### config.mk
export PLATFORM = sky130hd
export DESIGN_NAME = usb_link_top
export DESIGN_NICKNAME = d
export VERILOG_FILES = /design/src/usb_link_pkg.sv /design/src/usb_bus_pins.sv /design/src/usb_device_rx.sv /design/src/usb_host_tx.sv /design/src/usb_link_top.sv /design/src/usb_rx_fifo.sv
export SDC_FILE = /design/constraint.sdc
export NUM_CORES = 1
export LEC_CHECK = 0
export ABC_AREA = 1
export ABC_CLOCK_PERIOD_IN_PS = 3250
export BUFFER_PORTS_ARGS = -buffer_cell sky130_fd_sc_hd__buf_4
export CORE_MARGIN = 2
export CORE_UTILIZATION = 60
export CTS_CLUSTER_SIZE = 12
export DETAILED_ROUTE_END_ITERATION = 16
export GPL_TIMING_DRIVEN = 0
export PLACE_DENSITY = 0.9
export SYNTH_ARGS = -nofsm -noshare
export SYNTH_HDL_FRONTEND = slang
export SYNTH_SLANG_ARGS = --single-unit
### constraint.sdc
create_clock -name clk_48MHz_i -period 3.25 [get_ports clk_48MHz_i]
set_input_delay 0.4875 -clock clk_48MHz_i [delete_from_list [all_inputs] [get_ports clk_48MHz_i]]
set_output_delay 0.4875 -clock clk_48MHz_i [all_outputs]
set_load 0.03 [all_outputs]
### src/usb_link_pkg.sv
/*
 * USB full-speed link package
 * Bus timing constants, line symbols and the structs passed between
 * the host transmitter, pin model, device receiver and receive FIFO.
 */
package usb_link_pkg;

  // Full-speed bit time in 48 MHz clocks
  localparam int clks_per_bit = 4;
  // Consecutive ones before a stuffed zero
  localparam int stuff_run = 6;
  localparam int fifo_depth = 8;
  // Zeros at the start of SYNC before the closing one
  localparam int sync_zeros = 7;

  localparam int phase_w = $clog2(clks_per_bit);
  localparam int ones_w = $clog2(stuff_run + 1);
  localparam int fifo_ptr_w = $clog2(fifo_depth);
  localparam int fifo_cnt_w = $clog2(fifo_depth + 1);

  typedef logic [phase_w-1:0] phase_t;
  typedef logic [ones_w-1:0] ones_t;
  typedef logic [fifo_ptr_w-1:0] ptr_t;
  typedef logic [fifo_cnt_w-1:0] cnt_t;

  typedef enum logic [1:0] {
    sym_j   = 2'd0,
    sym_k   = 2'd1,
    sym_se0 = 2'd2
  } line_sym_e;

  typedef struct packed {
    line_sym_e sym;
    logic      drive;
  } host_drive_t;

  typedef struct packed {
    logic dp;
    logic dn;
    logic d;
    logic se0;
  } line_t;

  typedef struct packed {
    logic [7:0] data;
    logic       last;
  } byte_item_t;

  typedef enum logic [1:0] {
    tx_idle,
    tx_sync,
    tx_data,
    tx_eop
  } tx_state_e;

  typedef enum logic [1:0] {
    rx_idle,
    rx_sync,
    rx_data
  } rx_state_e;

endpackage

### src/usb_bus_pins.sv
/*
 * USB bus pin model
 * Maps host line symbols to dp/dn, swaps pins when the device pull-up
 * sits on dn, and forces SE0 while no pull-up is attached. The
 * differential receive bit keeps its last valid value through SE0.
 */
`timescale 1ns/1ps

module usb_bus_pins (
  input  logic                      clk_48MHz_i,
  input  logic                      reset,
  input  usb_link_pkg::host_drive_t host,
  input  logic                      pullup_dp,
  input  logic                      pullup_dn,
  output usb_link_pkg::line_t       line
);

  logic                    attached;
  logic                    flip;
  usb_link_pkg::line_sym_e sym;
  logic                    dp;
  logic                    dn;
  logic                    d_hold;

  assign attached = pullup_dp || pullup_dn;
  // Pull-up on dn means the device has its pins swapped
  assign flip = pullup_dn;

  always_comb begin
    // Undriven bus rests at J through the pull-up
    sym = host.drive ? host.sym : usb_link_pkg::sym_j;
    case (sym)
      usb_link_pkg::sym_k: begin
        dp = flip;
        dn = ~flip;
      end
      usb_link_pkg::sym_se0: begin
        dp = 1'b0;
        dn = 1'b0;
      end
      default: begin
        dp = ~flip;
        dn = flip;
      end
    endcase
    if (!attached) begin
      dp = 1'b0;
      dn = 1'b0;
    end
  end

  always_ff @(posedge clk_48MHz_i) begin
    if (reset || !attached) begin
      d_hold <= 1'b0;
    end else begin
      d_hold <= line.d;
    end
  end

  assign line.dp = dp;
  assign line.dn = dn;
  assign line.se0 = !dp && !dn;
  assign line.d = (dp && !dn) ? 1'b1 : (!dp && dn) ? 1'b0 : d_hold;

endmodule

### src/usb_device_rx.sv
/*
 * USB device receiver
 * Recovers the bit phase from edges of the differential bit, finds SYNC,
 * NRZI-decodes, drops stuffed bits and pushes assembled bytes. The byte
 * before EOP is pushed with its last flag set.
 */
`timescale 1ns/1ps

module usb_device_rx (
  input  logic                     clk_48MHz_i,
  input  logic                     reset,
  input  usb_link_pkg::line_t      line,
  output logic                     push,
  output usb_link_pkg::byte_item_t push_item
);

  usb_link_pkg::rx_state_e state;
  usb_link_pkg::phase_t    phase;
  usb_link_pkg::ones_t     ones;
  logic                    d_q;
  logic                    last_sample;
  logic                    sample;
  logic                    bit_val;
  logic                    sync_done;
  logic [2:0]              sync_cnt;
  logic [2:0]              bit_cnt;
  logic [7:0]              shift;
  logic [7:0]              pending;
  logic                    pend_valid;

  // Mid-bit sample, two cycles after the last edge
  assign sample = phase == usb_link_pkg::phase_t'(1) && line.d == d_q && !line.se0;
  // NRZI: no change since the previous sample is a one
  assign bit_val = line.d == last_sample;
  assign sync_done = sync_cnt == 3'(usb_link_pkg::sync_zeros - 1);

  always_ff @(posedge clk_48MHz_i) begin
    if (reset) begin
      d_q   <= 1'b0;
      phase <= '0;
    end else begin
      d_q <= line.d;
      if (line.d != d_q) begin
        phase <= '0;
      end else if (phase == usb_link_pkg::phase_t'(usb_link_pkg::clks_per_bit - 1)) begin
        phase <= '0;
      end else begin
        phase <= phase + 1'b1;
      end
    end
  end

  always_ff @(posedge clk_48MHz_i) begin
    if (reset) begin
      state       <= usb_link_pkg::rx_idle;
      push        <= 1'b0;
      pend_valid  <= 1'b0;
      last_sample <= 1'b0;
      sync_cnt    <= '0;
      bit_cnt     <= '0;
      ones        <= '0;
    end else begin
      push <= 1'b0;
      if (line.se0) begin
        // EOP closes the packet and flags the held byte
        if (state == usb_link_pkg::rx_data && pend_valid) begin
          push           <= 1'b1;
          push_item.data <= pending;
          push_item.last <= 1'b1;
        end
        pend_valid <= 1'b0;
        state      <= usb_link_pkg::rx_idle;
      end else if (sample) begin
        last_sample <= line.d;
        case (state)
          usb_link_pkg::rx_idle: begin
            if (!bit_val) begin
              state    <= usb_link_pkg::rx_sync;
              sync_cnt <= '0;
            end
          end
          usb_link_pkg::rx_sync: begin
            if (!bit_val) begin
              // Extra leading zeros are tolerated
              if (!sync_done) begin
                sync_cnt <= sync_cnt + 3'd1;
              end
            end else if (sync_done) begin
              state      <= usb_link_pkg::rx_data;
              ones       <= usb_link_pkg::ones_t'(1);
              bit_cnt    <= '0;
              pend_valid <= 1'b0;
            end else begin
              state <= usb_link_pkg::rx_idle;
            end
          end
          default: begin
            if (ones == usb_link_pkg::ones_t'(usb_link_pkg::stuff_run)) begin
              ones <= '0;
            end else begin
              ones    <= bit_val ? ones + 1'b1 : '0;
              shift   <= {bit_val, shift[7:1]};
              bit_cnt <= bit_cnt + 3'd1;
              if (pend_valid) begin
                push           <= 1'b1;
                push_item.data <= pending;
                push_item.last <= 1'b0;
                pend_valid     <= 1'b0;
              end
              if (bit_cnt == 3'd7) begin
                pending    <= {bit_val, shift[7:1]};
                pend_valid <= 1'b1;
              end
            end
          end
        endcase
      end else if (state == usb_link_pkg::rx_idle && line.d != d_q) begin
        // Idle level just before the first edge of a packet
        last_sample <= d_q;
      end
    end
  end

  // Byte pushes are at least one bit time apart
  assert property (@(posedge clk_48MHz_i) disable iff (reset) push |=> !push);

endmodule

### src/usb_host_tx.sv
/*
 * USB host bit transmitter
 * Takes bytes over a four-phase handshake and sends them as one packet:
 * SYNC, NRZI data LSB first with bit stuffing, then SE0 SE0 J.
 */
`timescale 1ns/1ps

module usb_host_tx (
  input  logic                     clk_48MHz_i,
  input  logic                     reset,
  input  logic                     in_req,
  input  usb_link_pkg::byte_item_t in_item,
  output logic                     in_ack,
  output usb_link_pkg::host_drive_t host
);

  usb_link_pkg::tx_state_e  state;
  usb_link_pkg::byte_item_t cur;
  usb_link_pkg::byte_item_t nxt;
  logic                     nxt_valid;
  usb_link_pkg::phase_t     phase;
  usb_link_pkg::ones_t      ones;
  logic [2:0]               bit_idx;
  logic [1:0]               eop_cnt;
  logic                     stuffing;
  // NRZI line level, 1 is J
  logic                     level;
  logic                     bit_end;
  logic                     need_stuff;
  logic                     byte_slot;
  logic                     take;
  logic                     byte_end;
  logic                     packet_done;
  logic                     next_bit;

  assign bit_end = phase == usb_link_pkg::phase_t'(usb_link_pkg::clks_per_bit - 1);
  assign need_stuff = ones == usb_link_pkg::ones_t'(usb_link_pkg::stuff_run);

  // Lookahead byte is only taken during the last data bit of a byte
  assign byte_slot = (state == usb_link_pkg::tx_idle) ||
                     (state == usb_link_pkg::tx_data && bit_idx == 3'd7 && !stuffing &&
                      !nxt_valid && !cur.last);
  assign take = in_req && !in_ack && byte_slot;

  assign byte_end = bit_end && !need_stuff && state == usb_link_pkg::tx_data &&
                    bit_idx == 3'd7;
  assign packet_done = cur.last || !(nxt_valid || take);

  // Value of the bit that follows the current one
  always_comb begin
    next_bit = 1'b0;
    case (state)
      usb_link_pkg::tx_sync: next_bit = (bit_idx == 3'd7) ? cur.data[0] : (bit_idx == 3'd6);
      usb_link_pkg::tx_data: begin
        if (bit_idx != 3'd7) begin
          next_bit = cur.data[bit_idx + 3'd1];
        end else begin
          next_bit = nxt_valid ? nxt.data[0] : in_item.data[0];
        end
      end
      default: next_bit = 1'b0;
    endcase
  end

  always_ff @(posedge clk_48MHz_i) begin
    if (reset) begin
      state     <= usb_link_pkg::tx_idle;
      in_ack    <= 1'b0;
      nxt_valid <= 1'b0;
      phase     <= '0;
      ones      <= '0;
      bit_idx   <= '0;
      eop_cnt   <= '0;
      stuffing  <= 1'b0;
      level     <= 1'b1;
    end else begin
      if (!in_req) begin
        in_ack <= 1'b0;
      end else if (take) begin
        in_ack <= 1'b1;
      end
      if (take && state == usb_link_pkg::tx_data && !byte_end) begin
        nxt       <= in_item;
        nxt_valid <= 1'b1;
      end
      if (state != usb_link_pkg::tx_idle) begin
        phase <= bit_end ? '0 : phase + 1'b1;
      end
      case (state)
        usb_link_pkg::tx_idle: begin
          if (take) begin
            cur      <= in_item;
            state    <= usb_link_pkg::tx_sync;
            phase    <= '0;
            bit_idx  <= '0;
            ones     <= '0;
            stuffing <= 1'b0;
            // First SYNC bit is a zero, so the line moves to K
            level    <= 1'b0;
          end
        end
        usb_link_pkg::tx_sync, usb_link_pkg::tx_data: begin
          if (bit_end && need_stuff) begin
            stuffing <= 1'b1;
            ones     <= '0;
            level    <= ~level;
          end else if (bit_end) begin
            stuffing <= 1'b0;
            ones     <= next_bit ? ones + 1'b1 : '0;
            level    <= next_bit ? level : ~level;
            bit_idx  <= bit_idx + 3'd1;
            if (state == usb_link_pkg::tx_sync && bit_idx == 3'd7) begin
              state <= usb_link_pkg::tx_data;
            end else if (byte_end && packet_done) begin
              state   <= usb_link_pkg::tx_eop;
              eop_cnt <= '0;
              ones    <= '0;
              level   <= 1'b1;
            end else if (byte_end) begin
              cur       <= nxt_valid ? nxt : in_item;
              nxt_valid <= 1'b0;
            end
          end
        end
        default: begin
          if (bit_end) begin
            if (eop_cnt == 2'd2) begin
              state <= usb_link_pkg::tx_idle;
            end else begin
              eop_cnt <= eop_cnt + 2'd1;
            end
          end
        end
      endcase
    end
  end

  assign host.drive = state != usb_link_pkg::tx_idle;
  assign host.sym = (state == usb_link_pkg::tx_eop && eop_cnt != 2'd2) ? usb_link_pkg::sym_se0 :
                    level ? usb_link_pkg::sym_j : usb_link_pkg::sym_k;

  // Handshake order: ack only answers a request already seen
  assert property (@(posedge clk_48MHz_i) disable iff (reset)
    $rose(in_ack) |-> $past(in_req));

endmodule

### src/usb_link_top.sv
/*
 * USB full-speed link top level
 * Host transmitter drives the bus pins, the device receiver decodes
 * the line and fills the receive FIFO.
 */
`timescale 1ns/1ps

module usb_link_top (
  input  logic                     clk_48MHz_i,
  input  logic                     reset,
  input  logic                     in_req,
  input  usb_link_pkg::byte_item_t in_item,
  output logic                     in_ack,
  input  logic                     pullup_dp,
  input  logic                     pullup_dn,
  output logic                     dp,
  output logic                     dn,
  output logic                     out_req,
  output usb_link_pkg::byte_item_t out_item,
  input  logic                     out_ack,
  output logic                     overflow
);

  usb_link_pkg::host_drive_t host;
  usb_link_pkg::line_t       line;
  logic                      push;
  usb_link_pkg::byte_item_t  push_item;

  usb_host_tx usb_host_tx_i (
    .clk_48MHz_i (clk_48MHz_i),
    .reset       (reset),
    .in_req      (in_req),
    .in_item     (in_item),
    .in_ack      (in_ack),
    .host        (host)
  );

  usb_bus_pins usb_bus_pins_i (
    .clk_48MHz_i (clk_48MHz_i),
    .reset       (reset),
    .host        (host),
    .pullup_dp   (pullup_dp),
    .pullup_dn   (pullup_dn),
    .line        (line)
  );

  assign dp = line.dp;
  assign dn = line.dn;

  usb_device_rx usb_device_rx_i (
    .clk_48MHz_i (clk_48MHz_i),
    .reset       (reset),
    .line        (line),
    .push        (push),
    .push_item   (push_item)
  );

  usb_rx_fifo usb_rx_fifo_i (
    .clk_48MHz_i (clk_48MHz_i),
    .reset       (reset),
    .push        (push),
    .push_item   (push_item),
    .out_req     (out_req),
    .out_item    (out_item),
    .out_ack     (out_ack),
    .overflow    (overflow)
  );

endmodule

### src/usb_rx_fifo.sv
/*
 * Receive byte FIFO
 * Circular buffer between the receiver and a four-phase output port.
 * Pushes into a full buffer are dropped and set a sticky overflow flag.
 */
`timescale 1ns/1ps

module usb_rx_fifo (
  input  logic                     clk_48MHz_i,
  input  logic                     reset,
  input  logic                     push,
  input  usb_link_pkg::byte_item_t push_item,
  output logic                     out_req,
  output usb_link_pkg::byte_item_t out_item,
  input  logic                     out_ack,
  output logic                     overflow
);

  usb_link_pkg::byte_item_t mem [usb_link_pkg::fifo_depth];
  usb_link_pkg::ptr_t       wr_ptr;
  usb_link_pkg::ptr_t       rd_ptr;
  usb_link_pkg::cnt_t       count;
  logic                     full;
  logic                     push_ok;
  logic                     ack_q;
  logic                     pop;

  assign full = count == usb_link_pkg::cnt_t'(usb_link_pkg::fifo_depth);
  assign push_ok = push && !full;
  assign pop = out_ack && !ack_q;

  always_ff @(posedge clk_48MHz_i) begin
    if (push_ok) begin
      mem[wr_ptr] <= push_item;
    end
  end

  always_ff @(posedge clk_48MHz_i) begin
    if (reset) begin
      wr_ptr   <= '0;
      rd_ptr   <= '0;
      count    <= '0;
      out_req  <= 1'b0;
      ack_q    <= 1'b0;
      overflow <= 1'b0;
    end else begin
      ack_q <= out_ack;
      if (push_ok) begin
        wr_ptr <= (wr_ptr == usb_link_pkg::ptr_t'(usb_link_pkg::fifo_depth - 1)) ?
                  '0 : wr_ptr + 1'b1;
      end
      if (push && full) begin
        overflow <= 1'b1;
      end
      // Offer the head entry once the previous ack has dropped
      if (!out_req && !out_ack && count != '0) begin
        out_req  <= 1'b1;
        out_item <= mem[rd_ptr];
      end else if (pop && out_req) begin
        out_req <= 1'b0;
        rd_ptr  <= (rd_ptr == usb_link_pkg::ptr_t'(usb_link_pkg::fifo_depth - 1)) ?
                   '0 : rd_ptr + 1'b1;
      end
      count <= count + usb_link_pkg::cnt_t'(push_ok) -
               usb_link_pkg::cnt_t'(pop && out_req);
    end
  end

  assert property (@(posedge clk_48MHz_i) disable iff (reset)
    out_req |=> !out_req || $stable(out_item));

endmodule

==> impl_metrics.prom <==
# TYPE chip_impl_metric gauge
chip_impl_info{name="status",value="completed"} 1
chip_impl_info{name="synthDominantAreaCellType",value="sky130_fd_sc_hd__edfxtp_1"} 1
chip_impl_metric{name="post_synth_fa_ha_maj_area_fraction",unit="%"} 5.418
chip_impl_info{name="layout.cells.most_common_list",value="123 x sky130_fd_sc_hd__edfxtp_1, 115 x sky130_fd_sc_hd__nor2_1, 77 x sky130_fd_sc_hd__nand2_1, 74 x sky130_fd_sc_hd__inv_1, 58 x sky130_fd_sc_hd__o21ai_0"} 1
chip_impl_metric{name="critical_path.max_fanout",unit=""} 9
chip_impl_metric{name="synth-compound-area-share",unit="%"} 9.259
chip_impl_info{name="most_common_library_cell_in_the_layout_ignoring_fill_and_taps",value="sky130_fd_sc_hd__edfxtp_1"} 1
chip_impl_info{name="crit_path_top_delay_cell",value="sky130_fd_sc_hd__dfxtp_1"} 1
chip_impl_info{name="grt_setup_unrepaired",value="false"} 1
chip_impl_info{name="critPathTopFamily",value="simple AND/OR/NAND/NOR gates"} 1
chip_impl_metric{name="clock-sinks",unit=""} 170
chip_impl_metric{name="first_pass_iters",unit=""} 5
chip_impl_info{name="class_of_the_worst_hold_path",value="primary input to flop"} 1
chip_impl_info{name="startpoint_type",value="flop"} 1
chip_impl_info{name="crit_top_cell",value="sky130_fd_sc_hd__inv_1"} 1
chip_impl_metric{name="grt_pass1_vias",unit=""} 5385
chip_impl_metric{name="max-cap-violations",unit=""} 0
chip_impl_metric{name="yosys.area.top_type_share",unit="%"} 50.62
chip_impl_metric{name="postRouteAntennaNets",unit=""} 0
chip_impl_metric{name="post_synth_mux_area_share",unit="%"} 1.235
chip_impl_info{name="end_kind",value="flop"} 1
chip_impl_metric{name="static-leakage-power",unit="nW"} 3.151
chip_impl_metric{name="initial_core_util",unit="%"} 61.00
chip_impl_metric{name="portBuffers",unit=""} 27
chip_impl_metric{name="max_slew.worst_pin.slew",unit="ns"} 0.9343
chip_impl_metric{name="placedInstanceArea",unit="µm²"} 7684
chip_impl_metric{name="die_w",unit="µm"} 114.3
chip_impl_metric{name="floorplan.die.height",unit="µm"} 114.3
chip_impl_metric{name="crit_arrival",unit="ns"} 3.10
chip_impl_info{name="cts-root-buf",value="sky130_fd_sc_hd__clkbuf_16"} 1
chip_impl_metric{name="synthArstFlopShare",unit="%"} 0
chip_impl_info{name="tritoncts",value="yes"} 1
chip_impl_info{name="timing.critical_path.from",value="usb_host_tx_i.state[0]"} 1
chip_impl_metric{name="worst-r2r-cell-count",unit=""} 14
chip_impl_metric{name="post_synth_inst_count",unit=""} 684
chip_impl_metric{name="synthToLayoutAreaGrowth",unit="%"} 13.53
chip_impl_metric{name="remaining_drc_errors",unit=""} 0
chip_impl_metric{name="global_route.overflow_total",unit=""} 0
chip_impl_metric{name="insertion_delay",unit="ns"} 0.43
chip_impl_metric{name="core-area",unit="µm²"} 11960
chip_impl_metric{name="detailed_place_hpwl",unit="mm"} 10.27
chip_impl_metric{name="number_of_enable_flip_flop_cells_after_synthesis",unit=""} 123
chip_impl_metric{name="place_worst_setup_slack",unit="ns"} -0.05412
chip_impl_metric{name="xor_xnor_share_of_the_synthesized_area",unit="%"} 0.3601
chip_impl_metric{name="setup_viol_count_final",unit=""} 0
chip_impl_metric{name="timing.final.hold_violations",unit=""} 0
chip_impl_metric{name="ctsLongestPathBuffers",unit=""} 2
chip_impl_metric{name="share_of_layout_cells_above_drive_strength_1",unit="%"} 11.98
chip_impl_metric{name="cts.hold.buffers_added",unit=""} 0
chip_impl_info{name="worstSetupEndpoint",value="usb_device_rx_i.push_item[1]"} 1
chip_impl_metric{name="num_antenna_cells",unit=""} 0
chip_impl_metric{name="relSlewSlack",unit="%"} 37.72
chip_impl_info{name="synthFlopType",value="sky130_fd_sc_hd__edfxtp_1"} 1
chip_impl_metric{name="fp-row-count",unit=""} 40
chip_impl_info{name="regToRegStartpoint",value="usb_host_tx_i.state[0]"} 1
chip_impl_metric{name="synthesis.area_per_instance",unit="µm²"} 10.67
chip_impl_metric{name="finalWorstSetupSlack",unit="ns"} 0.2495
chip_impl_metric{name="worst-endpoint-required",unit="ns"} 3.35
chip_impl_metric{name="slowest_delay",unit="ns"} 0.37
chip_impl_metric{name="path_clk_slew",unit="ns"} 0.06
chip_impl_metric{name="syn-num-nets",unit=""} 730
chip_impl_metric{name="clock.fmax",unit="GHz"} 0.3333
chip_impl_metric{name="ctsHtreeMaxLevel",unit=""} 4
chip_impl_metric{name="drt-vias-per-instance",unit=""} 5.854
chip_impl_metric{name="grt_antenna_before_repair",unit=""} 0
chip_impl_metric{name="final_period_minus_worst_setup_slack",unit="ns"} 3.001
chip_impl_info{name="synth_top_family_by_area",value="simple AND/OR/NAND/NOR gates"} 1
chip_impl_metric{name="final_nets",unit=""} 776
chip_impl_metric{name="yosysUniqueCellTypes",unit=""} 42
chip_impl_info{name="synthTopCellsByArea",value="sky130_fd_sc_hd__edfxtp_1 51%, sky130_fd_sc_hd__dfxtp_1 13%, sky130_fd_sc_hd__nor2_1 6.0%, sky130_fd_sc_hd__ha_1 5.1%, sky130_fd_sc_hd__o21ai_0 4.0%"} 1
chip_impl_metric{name="first_pass_grt_wire_length",unit="mm"} 24.87
chip_impl_metric{name="number_of_synthesis_warnings",unit=""} 0
chip_impl_metric{name="final.fill_count",unit=""} 767
chip_impl_info{name="critPathKind",value="flop to flop"} 1
chip_impl_metric{name="dr_total_vias",unit=""} 5210
chip_impl_metric{name="finalClockSkew",unit="ns"} 0.006055
chip_impl_metric{name="final_max_slew_viol_count",unit=""} 0
chip_impl_metric{name="netlist_area",unit="µm²"} 7297
chip_impl_metric{name="cts_made_buffers",unit=""} 17
chip_impl_metric{name="power_density",unit="nW/µm²"} 667.3
chip_impl_metric{name="irDropWorstVdd",unit="µV"} 418.0
chip_impl_metric{name="finalWeightedCongestion",unit=""} 0.8604
chip_impl_info{name="timing.critical_path.cells",value="inv_1 > ha_1 > inv_1 > nand2_1 > ha_1 > inv_1 > nand3_1 > o21a_2 > nand2_2 > nand2_2 > nand4_4 > inv_1 > nand4_1 > a21oi_4"} 1
chip_impl_metric{name="routed_wire_length_per_instance",unit="µm"} 17.07
chip_impl_metric{name="worst_hold_slack",unit="ns"} 0.2405
chip_impl_metric{name="dr.first_iter.drc_count",unit=""} 471
chip_impl_metric{name="regToRegSetupSlack",unit="ns"} 0.25
chip_impl_info{name="worst_r2r_endpoint",value="usb_device_rx_i.push_item[1]"} 1
chip_impl_metric{name="grt_max_degree",unit=""} 17
chip_impl_metric{name="period_share",unit="%"} 92.32
chip_impl_metric{name="io_pins",unit=""} 29
chip_impl_metric{name="detail_route.wirelength",unit="mm"} 15.19
chip_impl_metric{name="dieArea",unit="µm²"} 13060
chip_impl_metric{name="critPathBufInv",unit=""} 4
chip_impl_metric{name="cp_num_cells",unit=""} 14
chip_impl_metric{name="design_area_final",unit="µm²"} 8284
chip_impl_metric{name="yosys_register_bits",unit=""} 170
chip_impl_metric{name="overall_global_routing_usage",unit="%"} 24.91
chip_impl_metric{name="yosysSeqAreaShare",unit="%"} 63.51
chip_impl_metric{name="yosys.area_share.simple",unit="%"} 15.28
-- area by class of cell --
cell class | count | area, µm² | share of cell area (%)
Timing Repair Buffer | 27 | 202.7 | 2.447
Multi-Input combinational cell | 419 | 2316 | 27.96
Clock inverter | 11 | 146.4 | 1.767
Clock buffer | 21 | 440.4 | 5.316
Sequential cell | 170 | 4634 | 55.94
Buffer | 17 | 65.06 | 0.7854
Inverter | 78 | 295.3 | 3.564
Tap cell | 147 | 183.9 | 2.220
-- through the flow --
stage          power (mW)  setup TNS, ns  utilization, %  instances
4_1_cts             5.509              0           69.17        890
6_report            5.528              0           69.26        890
5_1_grt             5.749              0           69.26        890
2_1_floorplan       3.242              0               -        684
3_5_place_dp        3.514        -0.4848           64.24        858
3_3_place_gp        3.447              0           64.24        858
-- how the worst min path moves through the flow --
stage / start / endpoint / slack, ns / depth (start not counted)
final: in_item[7] / usb_host_tx_i.nxt[7] / 0.24 / 1
after global routing: in_item[4] / usb_host_tx_i.nxt[4] / 0.23 / 1
after CTS: in_item[7] / usb_host_tx_i.nxt[7] / 0.23 / 1
after detailed placement: usb_device_rx_i.shift[1] / usb_device_rx_i.pending[0] / 0.41 / 0
after global placement: usb_device_rx_i.pending[0] / usb_device_rx_i.push_item[1] / 0.40 / 0
after floorplan: usb_device_rx_i.shift[1] / usb_device_rx_i.pending[0] / 0.40 / 0
-- cells by family after synthesis --
group | Yosys count
XOR/XNOR | 3
AO/OA/AOI/OAI | 123
multiplexers | 8
AND/OR/NAND/NOR | 254
adder cells (fa/ha/maj) | 31
buffers and inverters | 95
flip-flops | 170
-- synthesized netlist by cell type (2+ instances only) --
cell / count
sky130_fd_sc_hd__nand3_2: 2
sky130_fd_sc_hd__a31oi_1: 9
sky130_fd_sc_hd__o22ai_1: 11
sky130_fd_sc_hd__a21oi_1: 32
sky130_fd_sc_hd__mux2_2: 8
sky130_fd_sc_hd__nand4_1: 6
sky130_fd_sc_hd__nand2_1: 77
sky130_fd_sc_hd__xor2_1: 2
sky130_fd_sc_hd__inv_1: 74
sky130_fd_sc_hd__nand2_2: 7
sky130_fd_sc_hd__clkinv_1: 3
sky130_fd_sc_hd__o21ai_0: 58
sky130_fd_sc_hd__nor3_1: 4
sky130_fd_sc_hd__dfxtp_1: 47
sky130_fd_sc_hd__clkbuf_1: 16
sky130_fd_sc_hd__nand3_1: 26
sky130_fd_sc_hd__o211ai_1: 4
sky130_fd_sc_hd__edfxtp_1: 123
sky130_fd_sc_hd__nor2_2: 5
sky130_fd_sc_hd__or3_1: 2
sky130_fd_sc_hd__nor2_1: 116
sky130_fd_sc_hd__or2_2: 3
sky130_fd_sc_hd__ha_1: 30
-- layer usage --
| metal | GRT usage, % | up-vias | part of all wire, % |
|---|---|---|---|
| li1 | - | 2436 | - |
| met1 | 28.31 | 2468 | 38 |
| met2 | 43.57 | 252 | 52 |
| met3 | 5.400 | 54 | 7.1 |
| met4 | 14.15 | 0 | 3.5 |
| met5 | 0 | - | 0 |
-- state kept, by name, indices dropped and copies added, names as in the netlist, 2 cells and up --
| signal | cells |
|---|---|
| usb_host_tx_i.eop_cnt | 2 |
| usb_host_tx_i.state | 2 |
| usb_device_rx_i.state | 2 |
| usb_device_rx_i.sync_cnt | 3 |
| usb_rx_fifo_i.mem | 72 |
| usb_device_rx_i.pending | 8 |
| usb_device_rx_i.shift | 7 |
| usb_host_tx_i.nxt | 9 |
| usb_rx_fifo_i.out_item | 9 |
| usb_host_tx_i.phase | 2 |
| usb_device_rx_i.bit_cnt | 3 |
| usb_device_rx_i.ones | 3 |
| usb_rx_fifo_i.count | 4 |
| usb_device_rx_i.push_item | 9 |
| usb_host_tx_i.bit_idx | 3 |
| usb_rx_fifo_i.rd_ptr | 3 |
| usb_host_tx_i.ones | 3 |
| usb_host_tx_i.cur | 9 |
| usb_device_rx_i.phase | 2 |
| usb_rx_fifo_i.wr_ptr | 3 |
-- report_power, final --
part	internal (mW)	total, mW	switching, mW
Sequential	2.44	2.50	0.0620
Combinational	0.319	1.01	0.690
Clock	1.21	2.01	0.808
-- timing repair --
action / 4_1_cts / 5_1_grt
gates resized for setup: 1 / 2
endpoints found under the setup margin: 9 / 17
setup buffers: 0 / 0
(Power assumes the default switching activity.)
